<file path="config.mk">
export PLATFORM = sky130hd
export DESIGN_NAME = countdown_timer
export DESIGN_NICKNAME = d
export VERILOG_FILES = /design/src/source/countdown_pkg.sv /design/src/source/countdown_timer.sv /design/src/source/countdown_sequencer.sv /design/src/source/rtc_apb_master.sv /design/src/source/time_difference.sv /design/src/source/bcd_time_convert.sv
export SDC_FILE = /design/constraint.sdc
export NUM_CORES = 1
export LEC_CHECK = 0
export ABC_AREA = 1
export BUFFER_PORTS_ARGS = -buffer_cell sky130_fd_sc_hd__clkbuf_2
export CELL_PAD_IN_SITES_DETAIL_PLACEMENT = 0
export CELL_PAD_IN_SITES_GLOBAL_PLACEMENT = 1
export CORE_ASPECT_RATIO = 0.8
export CORE_MARGIN = 2
export CORE_UTILIZATION = 49
export DETAILED_ROUTE_END_ITERATION = 6
export GPL_ROUTABILITY_DRIVEN = 0
export HOLD_SLACK_MARGIN = 0.08
export MAX_ROUTING_LAYER = met4
export PLACE_DENSITY_LB_ADDON = 0.1
export SETUP_SLACK_MARGIN = 0.4
export SYNTH_ARGS = -nofsm -noshare
export SYNTH_HDL_FRONTEND = slang
export SYNTH_HIERARCHICAL = 1
export SYNTH_SLANG_ARGS = --single-unit
</file>
<file path="constraint.sdc">
create_clock -name clk -period 13.7 [get_ports clk]
set_input_delay 0.685 -clock clk [delete_from_list [all_inputs] [get_ports clk]]
set_output_delay 0.685 -clock clk [all_outputs]
set_load 0.005 [all_outputs]
</file>
<file path="src/source/countdown_pkg.sv">
`default_nettype none

package countdown_pkg;

    localparam int FIELD_WIDTH = 8;
    localparam int ADDR_WIDTH  = 8;
    localparam int DATA_WIDTH  = 8;

    // largest valid value per field
    localparam int MAX_HOURS   = 23;
    localparam int MAX_MINUTES = 59;
    localparam int MAX_SECONDS = 59;

    ////////////////////////////////////////////////////
    // time values with ff for an invalid field

    typedef struct packed {
        logic [FIELD_WIDTH-1:0] hours;
        logic [FIELD_WIDTH-1:0] minutes;
        logic [FIELD_WIDTH-1:0] seconds;
    } bcd_time_t;

    typedef struct packed {
        logic [FIELD_WIDTH-1:0] hours;
        logic [FIELD_WIDTH-1:0] minutes;
        logic [FIELD_WIDTH-1:0] seconds;
    } bin_time_t;

    ////////////////////////////////////////////////////
    // apb bus to the rtc

    typedef struct packed {
        logic                  psel;
        logic                  penable;
        logic                  pwrite;
        logic [ADDR_WIDTH-1:0] paddr;
        logic [DATA_WIDTH-1:0] pwdata;
    } apb_req_t;

    typedef struct packed {
        logic [DATA_WIDTH-1:0] prdata;
        logic                  pready;
    } apb_rsp_t;

    typedef enum logic [1:0] {
        op_write,
        op_set_bit,
        op_clear_bit
    } rtc_op_kind_t;

    // one register operation
    // bit ops are read-modify-write
    typedef struct packed {
        rtc_op_kind_t          kind;
        logic [ADDR_WIDTH-1:0] addr;
        logic [DATA_WIDTH-1:0] wdata;
        logic [2:0]            bit_index;
    } rtc_op_t;

endpackage

`default_nettype wire
</file>
<file path="src/source/countdown_timer.sv">
`timescale 1ns/1ps
`default_nettype none

module countdown_timer
    import countdown_pkg::*;
#(
    parameter logic [ADDR_WIDTH-1:0] CTRL_ADDR       = 8'h00,
    parameter logic [ADDR_WIDTH-1:0] COUNT_BASE_ADDR = 8'h41,
    parameter int                    HALT_BIT        = 3
) (
    input  wire logic      clk,
    input  wire logic      reset,
    input  wire logic      start,
    input  wire logic      ring_ack,
    input  wire bcd_time_t set_time,
    input  wire bcd_time_t elapsed_time,
    input  wire apb_rsp_t  apb_rsp,
    output apb_req_t       apb_req,
    output bcd_time_t      remaining_time,
    output logic           ring,
    output logic           active
);

    bin_time_t set_conv;
    bin_time_t set_hold;
    bin_time_t elapsed_bin;
    bin_time_t remaining_bin;
    bcd_time_t remaining_bcd;
    logic      zero;
    logic      capture;
    logic      counting;
    logic      op_valid;
    logic      op_done;
    rtc_op_t   op;

    bcd_time_convert #(.TO_BINARY(1'b1)) u_set_conv (
        .clk      (clk),
        .reset    (reset),
        .time_in  (set_time),
        .time_out (set_conv)
    );

    // switch value frozen at release of start
    always_ff @(posedge clk)
    begin
        if (capture)
            set_hold <= set_conv;
    end

    bcd_time_convert #(.TO_BINARY(1'b1)) u_elapsed_conv (
        .clk      (clk),
        .reset    (reset),
        .time_in  (elapsed_time),
        .time_out (elapsed_bin)
    );

    time_difference u_sub (
        .clk       (clk),
        .reset     (reset),
        .set_time  (set_hold),
        .elapsed   (elapsed_bin),
        .remaining (remaining_bin),
        .zero      (zero)
    );

    bcd_time_convert #(.TO_BINARY(1'b0)) u_remaining_conv (
        .clk      (clk),
        .reset    (reset),
        .time_in  (remaining_bin),
        .time_out (remaining_bcd)
    );

    countdown_sequencer #(
        .CTRL_ADDR       (CTRL_ADDR),
        .COUNT_BASE_ADDR (COUNT_BASE_ADDR),
        .HALT_BIT        (HALT_BIT)
    ) u_seq (
        .clk      (clk),
        .reset    (reset),
        .start    (start),
        .ring_ack (ring_ack),
        .set_bin  (set_hold),
        .zero     (zero),
        .op_valid (op_valid),
        .op       (op),
        .op_done  (op_done),
        .capture  (capture),
        .counting (counting),
        .ring     (ring),
        .active   (active)
    );

    rtc_apb_master u_apb (
        .clk      (clk),
        .reset    (reset),
        .op_valid (op_valid),
        .op       (op),
        .op_done  (op_done),
        .apb_req  (apb_req),
        .apb_rsp  (apb_rsp)
    );

    // blank display outside a run
    assign remaining_time = counting ? remaining_bcd : '0;

endmodule

`default_nettype wire

</file>
<file path="src/source/countdown_sequencer.sv">
`timescale 1ns/1ps
`default_nettype none

module countdown_sequencer
    import countdown_pkg::*;
#(
    parameter logic [ADDR_WIDTH-1:0] CTRL_ADDR       = 8'h00,
    parameter logic [ADDR_WIDTH-1:0] COUNT_BASE_ADDR = 8'h41,
    parameter int                    HALT_BIT        = 3
) (
    input  wire logic      clk,
    input  wire logic      reset,
    input  wire logic      start,
    input  wire logic      ring_ack,
    input  wire bin_time_t set_bin,
    input  wire logic      zero,
    output logic           op_valid,
    output rtc_op_t        op,
    input  wire logic      op_done,
    output logic           capture,
    output logic           counting,
    output logic           ring,
    output logic           active
);

    localparam int NUM_COUNT_REGS = 3;

    typedef enum logic [3:0] {
        st_idle,
        st_press,
        st_check,
        st_clear,
        st_unhalt,
        st_count,
        st_ring,
        st_halt,
        st_release
    } seq_state_t;

    seq_state_t state;
    seq_state_t state_next;
    logic [1:0] clear_index;
    logic       last_clear;

    assign last_clear = (clear_index == 2'(NUM_COUNT_REGS - 1));

    ////////////////////////////////////////////////////
    // state machine

    always_comb
    begin
        state_next = state;
        case (state)
            st_idle:
            begin
                if (start)
                    state_next = st_press;
            end
            // wait for the button to come back up
            st_press:
            begin
                if (!start)
                    state_next = st_check;
            end
            st_check:
                state_next = (set_bin == '0) ? st_idle : st_clear;
            st_clear:
            begin
                if (op_done && last_clear)
                    state_next = st_unhalt;
            end
            st_unhalt:
            begin
                if (op_done)
                    state_next = st_count;
            end
            st_count:
            begin
                if (zero)
                    state_next = st_ring;
            end
            st_ring:
            begin
                if (ring_ack)
                    state_next = st_halt;
            end
            st_halt:
            begin
                if (op_done)
                    state_next = st_release;
            end
            st_release:
            begin
                if (!ring_ack)
                    state_next = st_idle;
            end
            default:
                state_next = st_idle;
        endcase
    end

    always_ff @(posedge clk or posedge reset)
    begin
        if (reset)
            state <= st_idle;
        else
            state <= state_next;
    end

    // walks the count registers
    always_ff @(posedge clk or posedge reset)
    begin
        if (reset)
            clear_index <= '0;
        else if (state == st_clear && op_done)
            clear_index <= last_clear ? 2'd0 : clear_index + 2'd1;
    end

    always_ff @(posedge clk or posedge reset)
    begin
        if (reset)
        begin
            active   <= 1'b0;
            counting <= 1'b0;
            ring     <= 1'b0;
        end
        else if (state == st_check && set_bin != '0)
            active <= 1'b1;
        else if (state == st_unhalt && op_done)
            counting <= 1'b1;
        else if (state == st_count && zero)
            ring <= 1'b1;
        else if (state == st_ring && ring_ack)
        begin
            active   <= 1'b0;
            counting <= 1'b0;
            ring     <= 1'b0;
        end
    end

    ////////////////////////////////////////////////////
    // rtc operation requests

    always_comb
    begin
        op_valid = 1'b0;
        op       = '{kind: op_write, addr: CTRL_ADDR, wdata: '0, bit_index: 3'(HALT_BIT)};
        case (state)
            st_clear:
            begin
                op_valid = 1'b1;
                op.addr  = COUNT_BASE_ADDR + ADDR_WIDTH'(clear_index);
            end
            // run the rtc
            st_unhalt:
            begin
                op_valid = 1'b1;
                op.kind  = op_clear_bit;
            end
            st_halt:
            begin
                op_valid = 1'b1;
                op.kind  = op_set_bit;
            end
            default:
                op_valid = 1'b0;
        endcase
    end

    assign capture = (state == st_press);

endmodule

`default_nettype wire

</file>
<file path="src/source/rtc_apb_master.sv">
`timescale 1ns/1ps
`default_nettype none

module rtc_apb_master
    import countdown_pkg::*;
(
    input  wire logic     clk,
    input  wire logic     reset,
    input  wire logic     op_valid,
    input  wire rtc_op_t  op,
    output logic          op_done,
    output apb_req_t      apb_req,
    input  wire apb_rsp_t apb_rsp
);

    typedef enum logic [2:0] {
        m_idle,
        m_rd_setup,
        m_rd_access,
        m_gap,
        m_wr_setup,
        m_wr_access,
        m_done
    } master_state_t;

    master_state_t         state;
    master_state_t         state_next;
    logic                  transfer_end;
    logic [DATA_WIDTH-1:0] rdata_q;
    logic [DATA_WIDTH-1:0] merged;

    assign transfer_end = apb_req.penable && apb_rsp.pready;

    ////////////////////////////////////////////////////
    // transfer sequencing

    always_comb
    begin
        state_next = state;
        case (state)
            m_idle:
            begin
                if (op_valid)
                    state_next = (op.kind == op_write) ? m_wr_setup : m_rd_setup;
            end
            m_rd_setup:
                state_next = m_rd_access;
            m_rd_access:
            begin
                if (transfer_end)
                    state_next = m_gap;
            end
            // psel drops between read and write
            m_gap:
                state_next = m_wr_setup;
            m_wr_setup:
                state_next = m_wr_access;
            m_wr_access:
            begin
                if (transfer_end)
                    state_next = m_done;
            end
            m_done:
                state_next = m_idle;
            default:
                state_next = m_idle;
        endcase
    end

    always_ff @(posedge clk or posedge reset)
    begin
        if (reset)
            state <= m_idle;
        else
            state <= state_next;
    end

    always_ff @(posedge clk)
    begin
        if (state == m_rd_access && transfer_end)
            rdata_q <= apb_rsp.prdata;
    end

    // read value with the one bit forced
    always_comb
    begin
        merged                = rdata_q;
        merged[op.bit_index]  = (op.kind == op_set_bit);
    end

    ////////////////////////////////////////////////////
    // bus outputs

    always_comb
    begin
        apb_req.psel    = state inside {m_rd_setup, m_rd_access, m_wr_setup, m_wr_access};
        apb_req.penable = state inside {m_rd_access, m_wr_access};
        apb_req.pwrite  = state inside {m_wr_setup, m_wr_access};
        apb_req.paddr   = op.addr;
        apb_req.pwdata  = (op.kind == op_write) ? op.wdata : merged;
    end

    assign op_done = (state == m_done);

endmodule

`default_nettype wire

</file>
<file path="src/source/time_difference.sv">
`timescale 1ns/1ps
`default_nettype none

module time_difference
    import countdown_pkg::*;
(
    input  wire logic      clk,
    input  wire logic      reset,
    input  wire bin_time_t set_time,
    input  wire bin_time_t elapsed,
    output bin_time_t      remaining,
    output logic           zero
);

    logic                   invalid;
    logic                   expired;
    logic                   sec_borrow;
    logic                   min_borrow;
    logic [FIELD_WIDTH-1:0] sec_diff;
    logic [FIELD_WIDTH-1:0] min_diff;
    logic [FIELD_WIDTH-1:0] hour_diff;

    // any ff field poisons the result
    assign invalid = (set_time.hours == '1) || (set_time.minutes == '1) ||
                     (set_time.seconds == '1) || (elapsed.hours == '1) ||
                     (elapsed.minutes == '1) || (elapsed.seconds == '1);

    // fields are below 60 so a plain compare of the concatenation orders times
    assign expired = {elapsed.hours, elapsed.minutes, elapsed.seconds} >=
                     {set_time.hours, set_time.minutes, set_time.seconds};

    ////////////////////////////////////////////////////
    // seconds borrow into minutes, minutes into hours

    always_comb
    begin
        sec_borrow = set_time.seconds < elapsed.seconds;
        sec_diff   = set_time.seconds - elapsed.seconds;
        if (sec_borrow)
            sec_diff = sec_diff + FIELD_WIDTH'(MAX_SECONDS + 1);

        min_borrow = set_time.minutes < (elapsed.minutes + FIELD_WIDTH'(sec_borrow));
        min_diff   = set_time.minutes - elapsed.minutes - FIELD_WIDTH'(sec_borrow);
        if (min_borrow)
            min_diff = min_diff + FIELD_WIDTH'(MAX_MINUTES + 1);

        hour_diff = set_time.hours - elapsed.hours - FIELD_WIDTH'(min_borrow);
    end

    always_ff @(posedge clk or posedge reset)
    begin
        if (reset)
        begin
            remaining <= '0;
            zero      <= 1'b1;
        end
        else if (invalid || expired)
        begin
            remaining <= '0;
            zero      <= 1'b1;
        end
        else
        begin
            remaining <= '{hours: hour_diff, minutes: min_diff, seconds: sec_diff};
            zero      <= 1'b0;
        end
    end

endmodule

`default_nettype wire

</file>
<file path="src/source/bcd_time_convert.sv">
`timescale 1ns/1ps
`default_nettype none

module bcd_time_convert
    import countdown_pkg::*;
#(
    parameter bit TO_BINARY = 1'b1
) (
    input  wire logic                     clk,
    input  wire logic                     reset,
    input  wire logic [3*FIELD_WIDTH-1:0] time_in,
    output logic      [3*FIELD_WIDTH-1:0] time_out
);

    logic [FIELD_WIDTH-1:0] hours_in;
    logic [FIELD_WIDTH-1:0] minutes_in;
    logic [FIELD_WIDTH-1:0] seconds_in;
    logic [FIELD_WIDTH-1:0] hours_c;
    logic [FIELD_WIDTH-1:0] minutes_c;
    logic [FIELD_WIDTH-1:0] seconds_c;

    function automatic logic [FIELD_WIDTH-1:0] bcd_to_bin(
        input logic [FIELD_WIDTH-1:0] bcd,
        input int                     limit
    );
        logic [FIELD_WIDTH-1:0] value;
        value = FIELD_WIDTH'(bcd[7:4]) * FIELD_WIDTH'(10) + FIELD_WIDTH'(bcd[3:0]);
        // bad digit or out of range
        if (bcd[7:4] > 4'd9 || bcd[3:0] > 4'd9 || value > limit)
            return '1;
        return value;
    endfunction

    function automatic logic [FIELD_WIDTH-1:0] bin_to_bcd(
        input logic [FIELD_WIDTH-1:0] bin,
        input int                     limit
    );
        logic [FIELD_WIDTH-1:0] tens;
        logic [FIELD_WIDTH-1:0] ones;
        tens = bin / FIELD_WIDTH'(10);
        ones = bin % FIELD_WIDTH'(10);
        if (bin > limit)
            return '1;
        return {tens[3:0], ones[3:0]};
    endfunction

    assign {hours_in, minutes_in, seconds_in} = time_in;

    always_comb
    begin
        if (TO_BINARY)
        begin
            hours_c   = bcd_to_bin(hours_in, MAX_HOURS);
            minutes_c = bcd_to_bin(minutes_in, MAX_MINUTES);
            seconds_c = bcd_to_bin(seconds_in, MAX_SECONDS);
        end
        else
        begin
            hours_c   = bin_to_bcd(hours_in, MAX_HOURS);
            minutes_c = bin_to_bcd(minutes_in, MAX_MINUTES);
            seconds_c = bin_to_bcd(seconds_in, MAX_SECONDS);
        end
    end

    always_ff @(posedge clk or posedge reset)
    begin
        if (reset)
            time_out <= '0;
        else
            time_out <= {hours_c, minutes_c, seconds_c};
    end

endmodule

`default_nettype wire

</file>
==> results of run 1 <==
## layout make-up
class                           count  area (um2)  share of cell area [%]
Clock buffer                       17         425                    3.30
Clock inverter                     15         131                    1.02
Inverter                          297        1120                    8.66
Multi-Input combinational cell   1110        6640                    51.4
Sequential cell                   141        3690                    28.6
Tap cell                          312         390                    3.03
Timing Repair Buffer              102         513                    3.98
## layer usage
metal	routed length, um	part of all wire [%]
met1	12200	55
met2	9350	42
met3	593	2.7
met4	191	0.86
met5	0	0
## Yosys cell counts (all sizes together), types with 2 or more instances
cell type / instances
nor3: 10
xor2: 17
clkinv: 3
o21ai: 35
xnor2: 14
nand3b: 22
and2: 2
ha: 113
a21o: 2
edfxtp: 32
dfrtp: 108
inv: 294
fa: 18
nand4: 51
or2: 7
o211ai: 4
o21a: 3
a21oi: 41
o21bai: 5
nand3: 175
conb: 2
nand2: 445
nor2: 127
buf: 34
## worst paths after layout
check,startpoint,endpoint,slack [ns],cells after the start
worst max-delay path,set_hold[0],u_sub/remaining[22],8.26,27
worst min-delay path,reset,u_apb/state[1],0.24,2
worst max register to register,set_hold[0],u_sub/remaining[22],8.26,27
worst min register to register,u_set_conv/time_out[3],set_hold[3],0.42,0
max in group asynchronous,reset,u_sub/remaining[11],12.55,2
min in group clk,u_set_conv/time_out[3],set_hold[3],0.42,0
## where the power goes
group          internal [mW]  switching [mW]  total, mW
clock                  0.238           0.190      0.428
sequential             0.509          0.0665      0.576
combinational          0.336           0.564      0.900
total                   1.08           0.821       1.90
## stage by stage
step                area [um2]  util (%)  cells
floorplan                11700         -   1582
global placement         12300      52.8   1962
detailed placement       12300      52.8   1962
CTS                      12900      55.1   1994
global route             12900      55.1   1994
finish                   12900      55.1   1994
## sequential cells by signal (all words and copies together), names as in the netlist
register,flops
u_seq/active,1
u_elapsed_conv/time_out,24
u_sub/zero,1
set_hold,24
u_seq/counting,1
u_remaining_conv/time_out,24
u_sub/remaining,24
u_seq/ring,1
u_set_conv/time_out,24
u_apb/rdata_q,8
u_seq/state,4
u_seq/clear_index,2
u_apb/state,3
## worst max-delay path, cell delays in order, from the launching register on
cell	delay [ns]
edfxtp_1	0.45
inv_1	0.09
ha_1	0.13
inv_1	0.07
fa_1	0.42
nand3_1	0.14
nand3_2	0.11
a21oi_4	0.33
ha_1	0.22
nand2_1	0.08
inv_1	0.15
nand3_1	0.13
xor2_1	0.17
ha_1	0.29
a21oi_1	0.15
o21ai_0	0.09
a21oi_1	0.70
fa_1	0.33
inv_1	0.08
fa_1	0.40
inv_1	0.07
nand2_1	0.04
a21oi_1	0.16
nor2_1	0.07
o21ai_0	0.16
nand2_1	0.08
xor2_1	0.16
nor2_2	0.05
## kinds of logic after synthesis
family,synth area share [%]
buffers and inverters,11.8
adder cells (fa/ha/maj),15.2
XOR/XNOR,2.33
other,0.0645
flip-flops,31.7
AO/OA/AOI/OAI,4.81
AND/OR/NAND/NOR,34.1
==> summary.md, run 1 <==
| Metric | Value |
|---|---|
| Number of global-route vias before repair | `8,382` |
| Share of cells above drive strength 1 | `16.2%` |
| Met1 Use GR | `27.9%` |
| Synth Flop Type | `dfrtp_1` |
| Avg WL per Cell | `11.2 um` |
| Root buf cell | `clkbuf_16` |
| Commonest cells after routing, fill and taps aside | `nand2_1, inv_1, nand3_1` |
| Via count | `9,385` |
| Total track usage | `19.2%` |
| Final hold vios | `0` |
| Count of input and output buffers | `around 100` |
| Tmin final | `5.44 ns` |
| Final #Nets | `about 1,900` |
| Hpwl dp | `18.4 mm` |
| Antenna violations before repair | `0` |
| Pin count of the biggest net entering global routing | `26` |
| Area fraction of the dominant cell type after synthesis | `between 20 and 25%` |
| Setup_tns | `0 ns` |
| Row cnt | `50` |
| Final ANT Viol Nets | `0` |
| Cell count after synthesis | `1,569` |
| CP arrival | `approximately 5.7 ns` |
| CTS Buffer Depth | `2` |
| CP required | `13.99 ns` |
| Max H-tree Level | `4` |
| Critical-path maximum fanout | `11` |
| PnR worst setup slack | `8.26 ns` |
| Post-Route Skew | `0.00603 ns` |
| Met3 Use GR | `about 2.2%` |
| Worst Setup End Kind | `flip-flop` |
| DRT Wirelength | `22.3 mm` |
| Unrepaired setup endpoints after global routing | `no` |
| Clk slew on worst S/H paths | `approximately 0.060 ns` |
| Power Density | `approximately 150 nW/um2` |
| Grt met2 use | `28.7%` |
| TritonCTS Sinks | `141` |
| Diodes inserted | `0` |
| Core area | `23,400 um2` |
| Synth-to-Final Area Change | `10.8%` |
| Slew @ Worst Pin | `0.918 ns` |
| Drt first-iter violations | `590` |
| Status | `finished clean` |
| Gr busiest metal | `met2` |
| Number of fill cells | `roughly 2,300` |
| Initial core utilization | `~50%` |
| First-pass GRT wire length | `38.5 mm` |
| Worst vdd ir | `0.0000846 V` |
| Hold-fix buffers, CTS | `0` |
| Vias per inst | `between 4 and 5` |
| LEAKAGE | `7.29 nW` |
| Commonest non-fill, non-tap cell in the layout | `nand2_1` |
| First-pass iteration count of the detailed router | `5` |
| Post-CTS Resized | `0` |
| Die Y | `142 um` |
| Setup repair bufs after CTS | `0` |
| Yosys top cell by area | `dfrtp_1` |
| Top post-synthesis cells by area | `dfrtp_1, nand2_1, ha_1` |
| Worst Setup Path Type | `flip-flop to flip-flop` |
| CTS tree | `built` |
| Post-Place Worst Slack | `just over 8 ns` |
| # DRC | `0` |
| Slew HR | `slightly below 40%` |
| Yosys cell types | `45` |
| Syn Area/Cell | `7.42 um2` |
| Sequential share of the synthesized area | `31.7%` |
| Hold Path Class | `input pin to async pin` |
| Synth Cell Area | `11,600 um2` |
| Hold slack | `0.244 ns` |
| Yosys Warn Count | `6` |
| Startpoint Class | `flip-flop` |
| Die X | `176 um` |
| Fmax | `184 MHz` |
| Synth async-reset ratio | `77.3%` |
| Cts bufs inserted | `17` |
| Pins Over Slew Limit | `0` |
| Post-synth EDFFs | `32` |
| Grt ovf | `0` |
| Post-layout power | `about 1.9 mW` |
| Yosys reg bits | `around 140` |
| Final setup viols | `0` |
| Max Cap Viol | `0` |
| Die ar. | `25,000 um2` |
| Clock Latency Late Sink | `between 0.4 and 0.5 ns` |
| Crit share post-route | `39.7%` |
| Number of I/O pins | `106` |
No activity file was read; power rests on OpenSTA's default activity.
==> run 2: changes to the inputs <==
CORE_UTILIZATION = 41   (was 49)
clock period = 4.9 ns   (was 13.7 ns; I/O delays follow)
==> run 2 against run 1 <==
  * Via count grew 2.5%
  * Critical path depth is the same
  * Global-route usage shrank 1.7 points
  * Die area grew 19%
  * Sequential cell count is the same
==> summary.md, run 2 (synthesis results as in run 1) <==
| Metric | Value |
|---|---|
| CTS Buffer Depth | `2 (unchanged)` |
| Non-filler cells, final | `2,079 (+4.3%)` |
| Hold-critical path depth | `3` |
| Final setup viols | `0 (unchanged)` |
| Initial core utilization | `41.4% (-8.4 points)` |
| Pin count of the biggest net entering global routing | `26 (unchanged)` |
| Total track usage | `17.5% (-1.7 points)` |
| Die X | `192 um (+9.1%)` |
| Area after DPL | `12,400 um2 (+0.71%)` |
| Cells after DPL | `2,022 (+3.1%)` |
| Switching power | `2.39 mW (+190%)` |
| CP arrival | `4.67 ns (-1.06 ns)` |
| Clk slew on worst S/H paths | `0.06 ns (about the same)` |
| Reg2Reg Setup Slack | `0.52 ns (-7.74 ns)` |
| Final ANT Viol Nets | `0 (unchanged)` |
| DRT Wirelength | `24.2 mm (+8.8%)` |
| CP most frequent cell | `inv_2` |
| Post-layout power | `5.65 mW (+200%)` |
| Drt first-iter violations | `477 (-19%)` |
| Worst reg2reg endpoint | `u_sub/remaining[22]` |
| Worst Setup End Kind | `flip-flop` |
| Die ar. | `29,800 um2 (+19%)` |
| Slew @ Worst Pin | `0.915 ns (-0.00297 ns)` |
| Row cnt | `55 (+10%)` |
| Clock Latency Late Sink | `0.41 ns (about the same)` |
| CP max stage delay | `0.40 ns (-0.30 ns)` |
| Final #Nets | `1,888 (+1.5%)` |
| Slew HR | `38.9% (+0.20 points)` |
| HP Start | `ring_ack` |
| Vias per inst | `4.63 (-1.7%)` |
| Clk pwr share | `22.9% (+0.4 points)` |
| PnR worst setup slack | `0.515 ns (-7.74 ns)` |
| Post-Route Skew | `0.0110 ns (+0.00495 ns)` |
| Via count | `9,617 (+2.5%)` |
| Number of global-route vias before repair | `8,818 (+5.2%)` |
| CP startpoint | `set_hold[0]` |
| Reg2reg start | `set_hold[0]` |
| Crit share post-route | `89.5% (+50 points)` |
| Grt met2 use | `25.2% (-3.5 points)` |
| Met3 Use GR | `1.88% (-0.34 points)` |
| Setup_tns | `0 ns (unchanged)` |
| Final design utilization | `47.5% (-7.6 points)` |
| Post-Place Worst Slack | `0.147 ns (-8.14 ns)` |
| Synth-to-Final Area Change | `14.8%` |
| Unrepaired setup endpoints after global routing | `yes` |
| Tmin final | `4.38 ns (-1.06 ns)` |
| Final Cell Area | `13,400 um2 (+3.7%)` |
| Max Cap Viol | `0 (unchanged)` |
| Root buf cell | `clkbuf_16` |
| Reg power frac | `28.5% (-1.7 points)` |
| Avg WL per Cell | `11.7 um (+4.3%)` |
| CTS tree | `built` |
| Diodes inserted | `0 (unchanged)` |
| Final hold vios | `0 (unchanged)` |
| Grt ovf | `0 (unchanged)` |
| Int Pwr | `3.27 mW (+200%)` |
| Comb power frac | `48.6% (+1.3 points)` |
| Count of input and output buffers | `101 (unchanged)` |
| Met1 Use GR | `26.3% (-1.6 points)` |
| Power Density | `423 nW/um2 (+190%)` |
| Hold slack | `0.123 ns (-0.122 ns)` |
| # DRC | `0 (unchanged)` |
| Core area | `28,100 um2 (+20%)` |
| Number of I/O pins | `106 (unchanged)` |
| First-pass iteration count of the detailed router | `7 (+2)` |
| Share of cells above drive strength 1 | `18.6% (+2.4 points)` |
| LEAKAGE | `7.42 nW (+1.8%)` |
| Critical path's slowest cell | `edfxtp_1` |
| Fmax | `228 MHz (+24%)` |
| TritonCTS Sinks | `141 (unchanged)` |
| Commonest non-fill, non-tap cell in the layout | `nand2_1` |
| Pins Over Slew Limit | `0 (unchanged)` |
| Antenna violations before repair | `0 (unchanged)` |
| Startpoint Class | `flip-flop` |
| Hold EP | `u_seq/state[3]` |
| Status | `finished clean` |
| First-pass GRT wire length | `41.6 mm (+8.0%)` |
| Cts bufs inserted | `17 (unchanged)` |
| Hpwl dp | `19.7 mm (+7.0%)` |
| Commonest cells after routing, fill and taps aside | `nand2_1, inv_1, nand3_1` |
| Hold Path Class | `input pin to flip-flop` |
| Gr busiest metal | `met1` |
| Sw frac | `42.2% (-0.93 points)` |
| Max H-tree Level | `4 (unchanged)` |
| Critical-path maximum fanout | `4 (-7)` |
| CP required | `5.19 ns (-8.80 ns)` |
| Worst Setup Path Type | `flip-flop to flip-flop` |
| Worst vdd ir | `0.000202 V (+140%)` |
| FF-to-FF path depth | `27 (unchanged)` |
| Die Y | `155 um (+9.1%)` |
-- run 2: cell count changes in the layout (fill, tap and decap cells not counted), sizes merged, moves of 2 or more --
cell | previous run | this run
clkbuf | 118 | 121
dlygate4sd3 | 0 | 15
buf | 1 | 13
inv | 301 | 299
clkinvlp | 1 | 3
clkinv | 10 | 6
-- run 2: what timing repair did --
| item | 4_1_cts | 5_1_grt |
|---|---|---|
| pin swaps | 2 | 26 |
| resized for setup | 3 | 36 |
| endpoints found under the hold margin | 26 | 0 |
| setup endpoints to repair | 4 | 4 |
| hold buffers | 15 | 0 |
| setup buffers | 4 | 6 |
-- run 2: per-layer routing --
layer  share of wire, %  routed length (um)  vias up
li1                   -                   -     5191
met1                 55               13300     4278
met2                 42               10200      137
met3                2.6                 620       11
met4               0.81                 196        0
met5                  0                   0        -
-- run 2: layout make-up --
type	instances	area, um2
Inverter	297	1120
Fill cell	2872	14800
Multi-Input combinational cell	1110	6750
Sequential cell	141	3690
Timing Repair Buffer	129	757
Clock buffer	20	478
Clock inverter	12	123
Tap cell	370	463
-- run 2: power by group through the flow --
stage	combinational, mW	sequential [mW]	clock, mW
finish	2.75	1.61	1.29
floorplan	2.05	1.56	0
CTS	2.62	1.61	1.33
global placement	2.53	1.64	0
detailed placement	2.55	1.64	0
global route	3.20	1.65	1.38
-- run 2: how the worst max path moves through the flow --
stage	slack (ns)	endpoint	cells past startpoint
floorplan	0.42	u_sub/remaining[21]	26
global placement	0.27	u_sub/remaining[21]	25
detailed placement	0.15	u_sub/remaining[21]	25
CTS	0.41	u_sub/remaining[22]	27
global route	0.29	u_sub/remaining[22]	27
finish	0.52	u_sub/remaining[22]	27
-- run 2: critical path, delay by kind of cell (launching register included) --
| kind | cells | cell delay [ns] |
|---|---|---|
| fa+ha+maj | 6 | 1.72 |
| compound gates | 6 | 0.89 |
| simple gates | 8 | 0.59 |
| flops | 1 | 0.40 |
| buf+inv | 5 | 0.34 |
| xor+xnor | 2 | 0.32 |
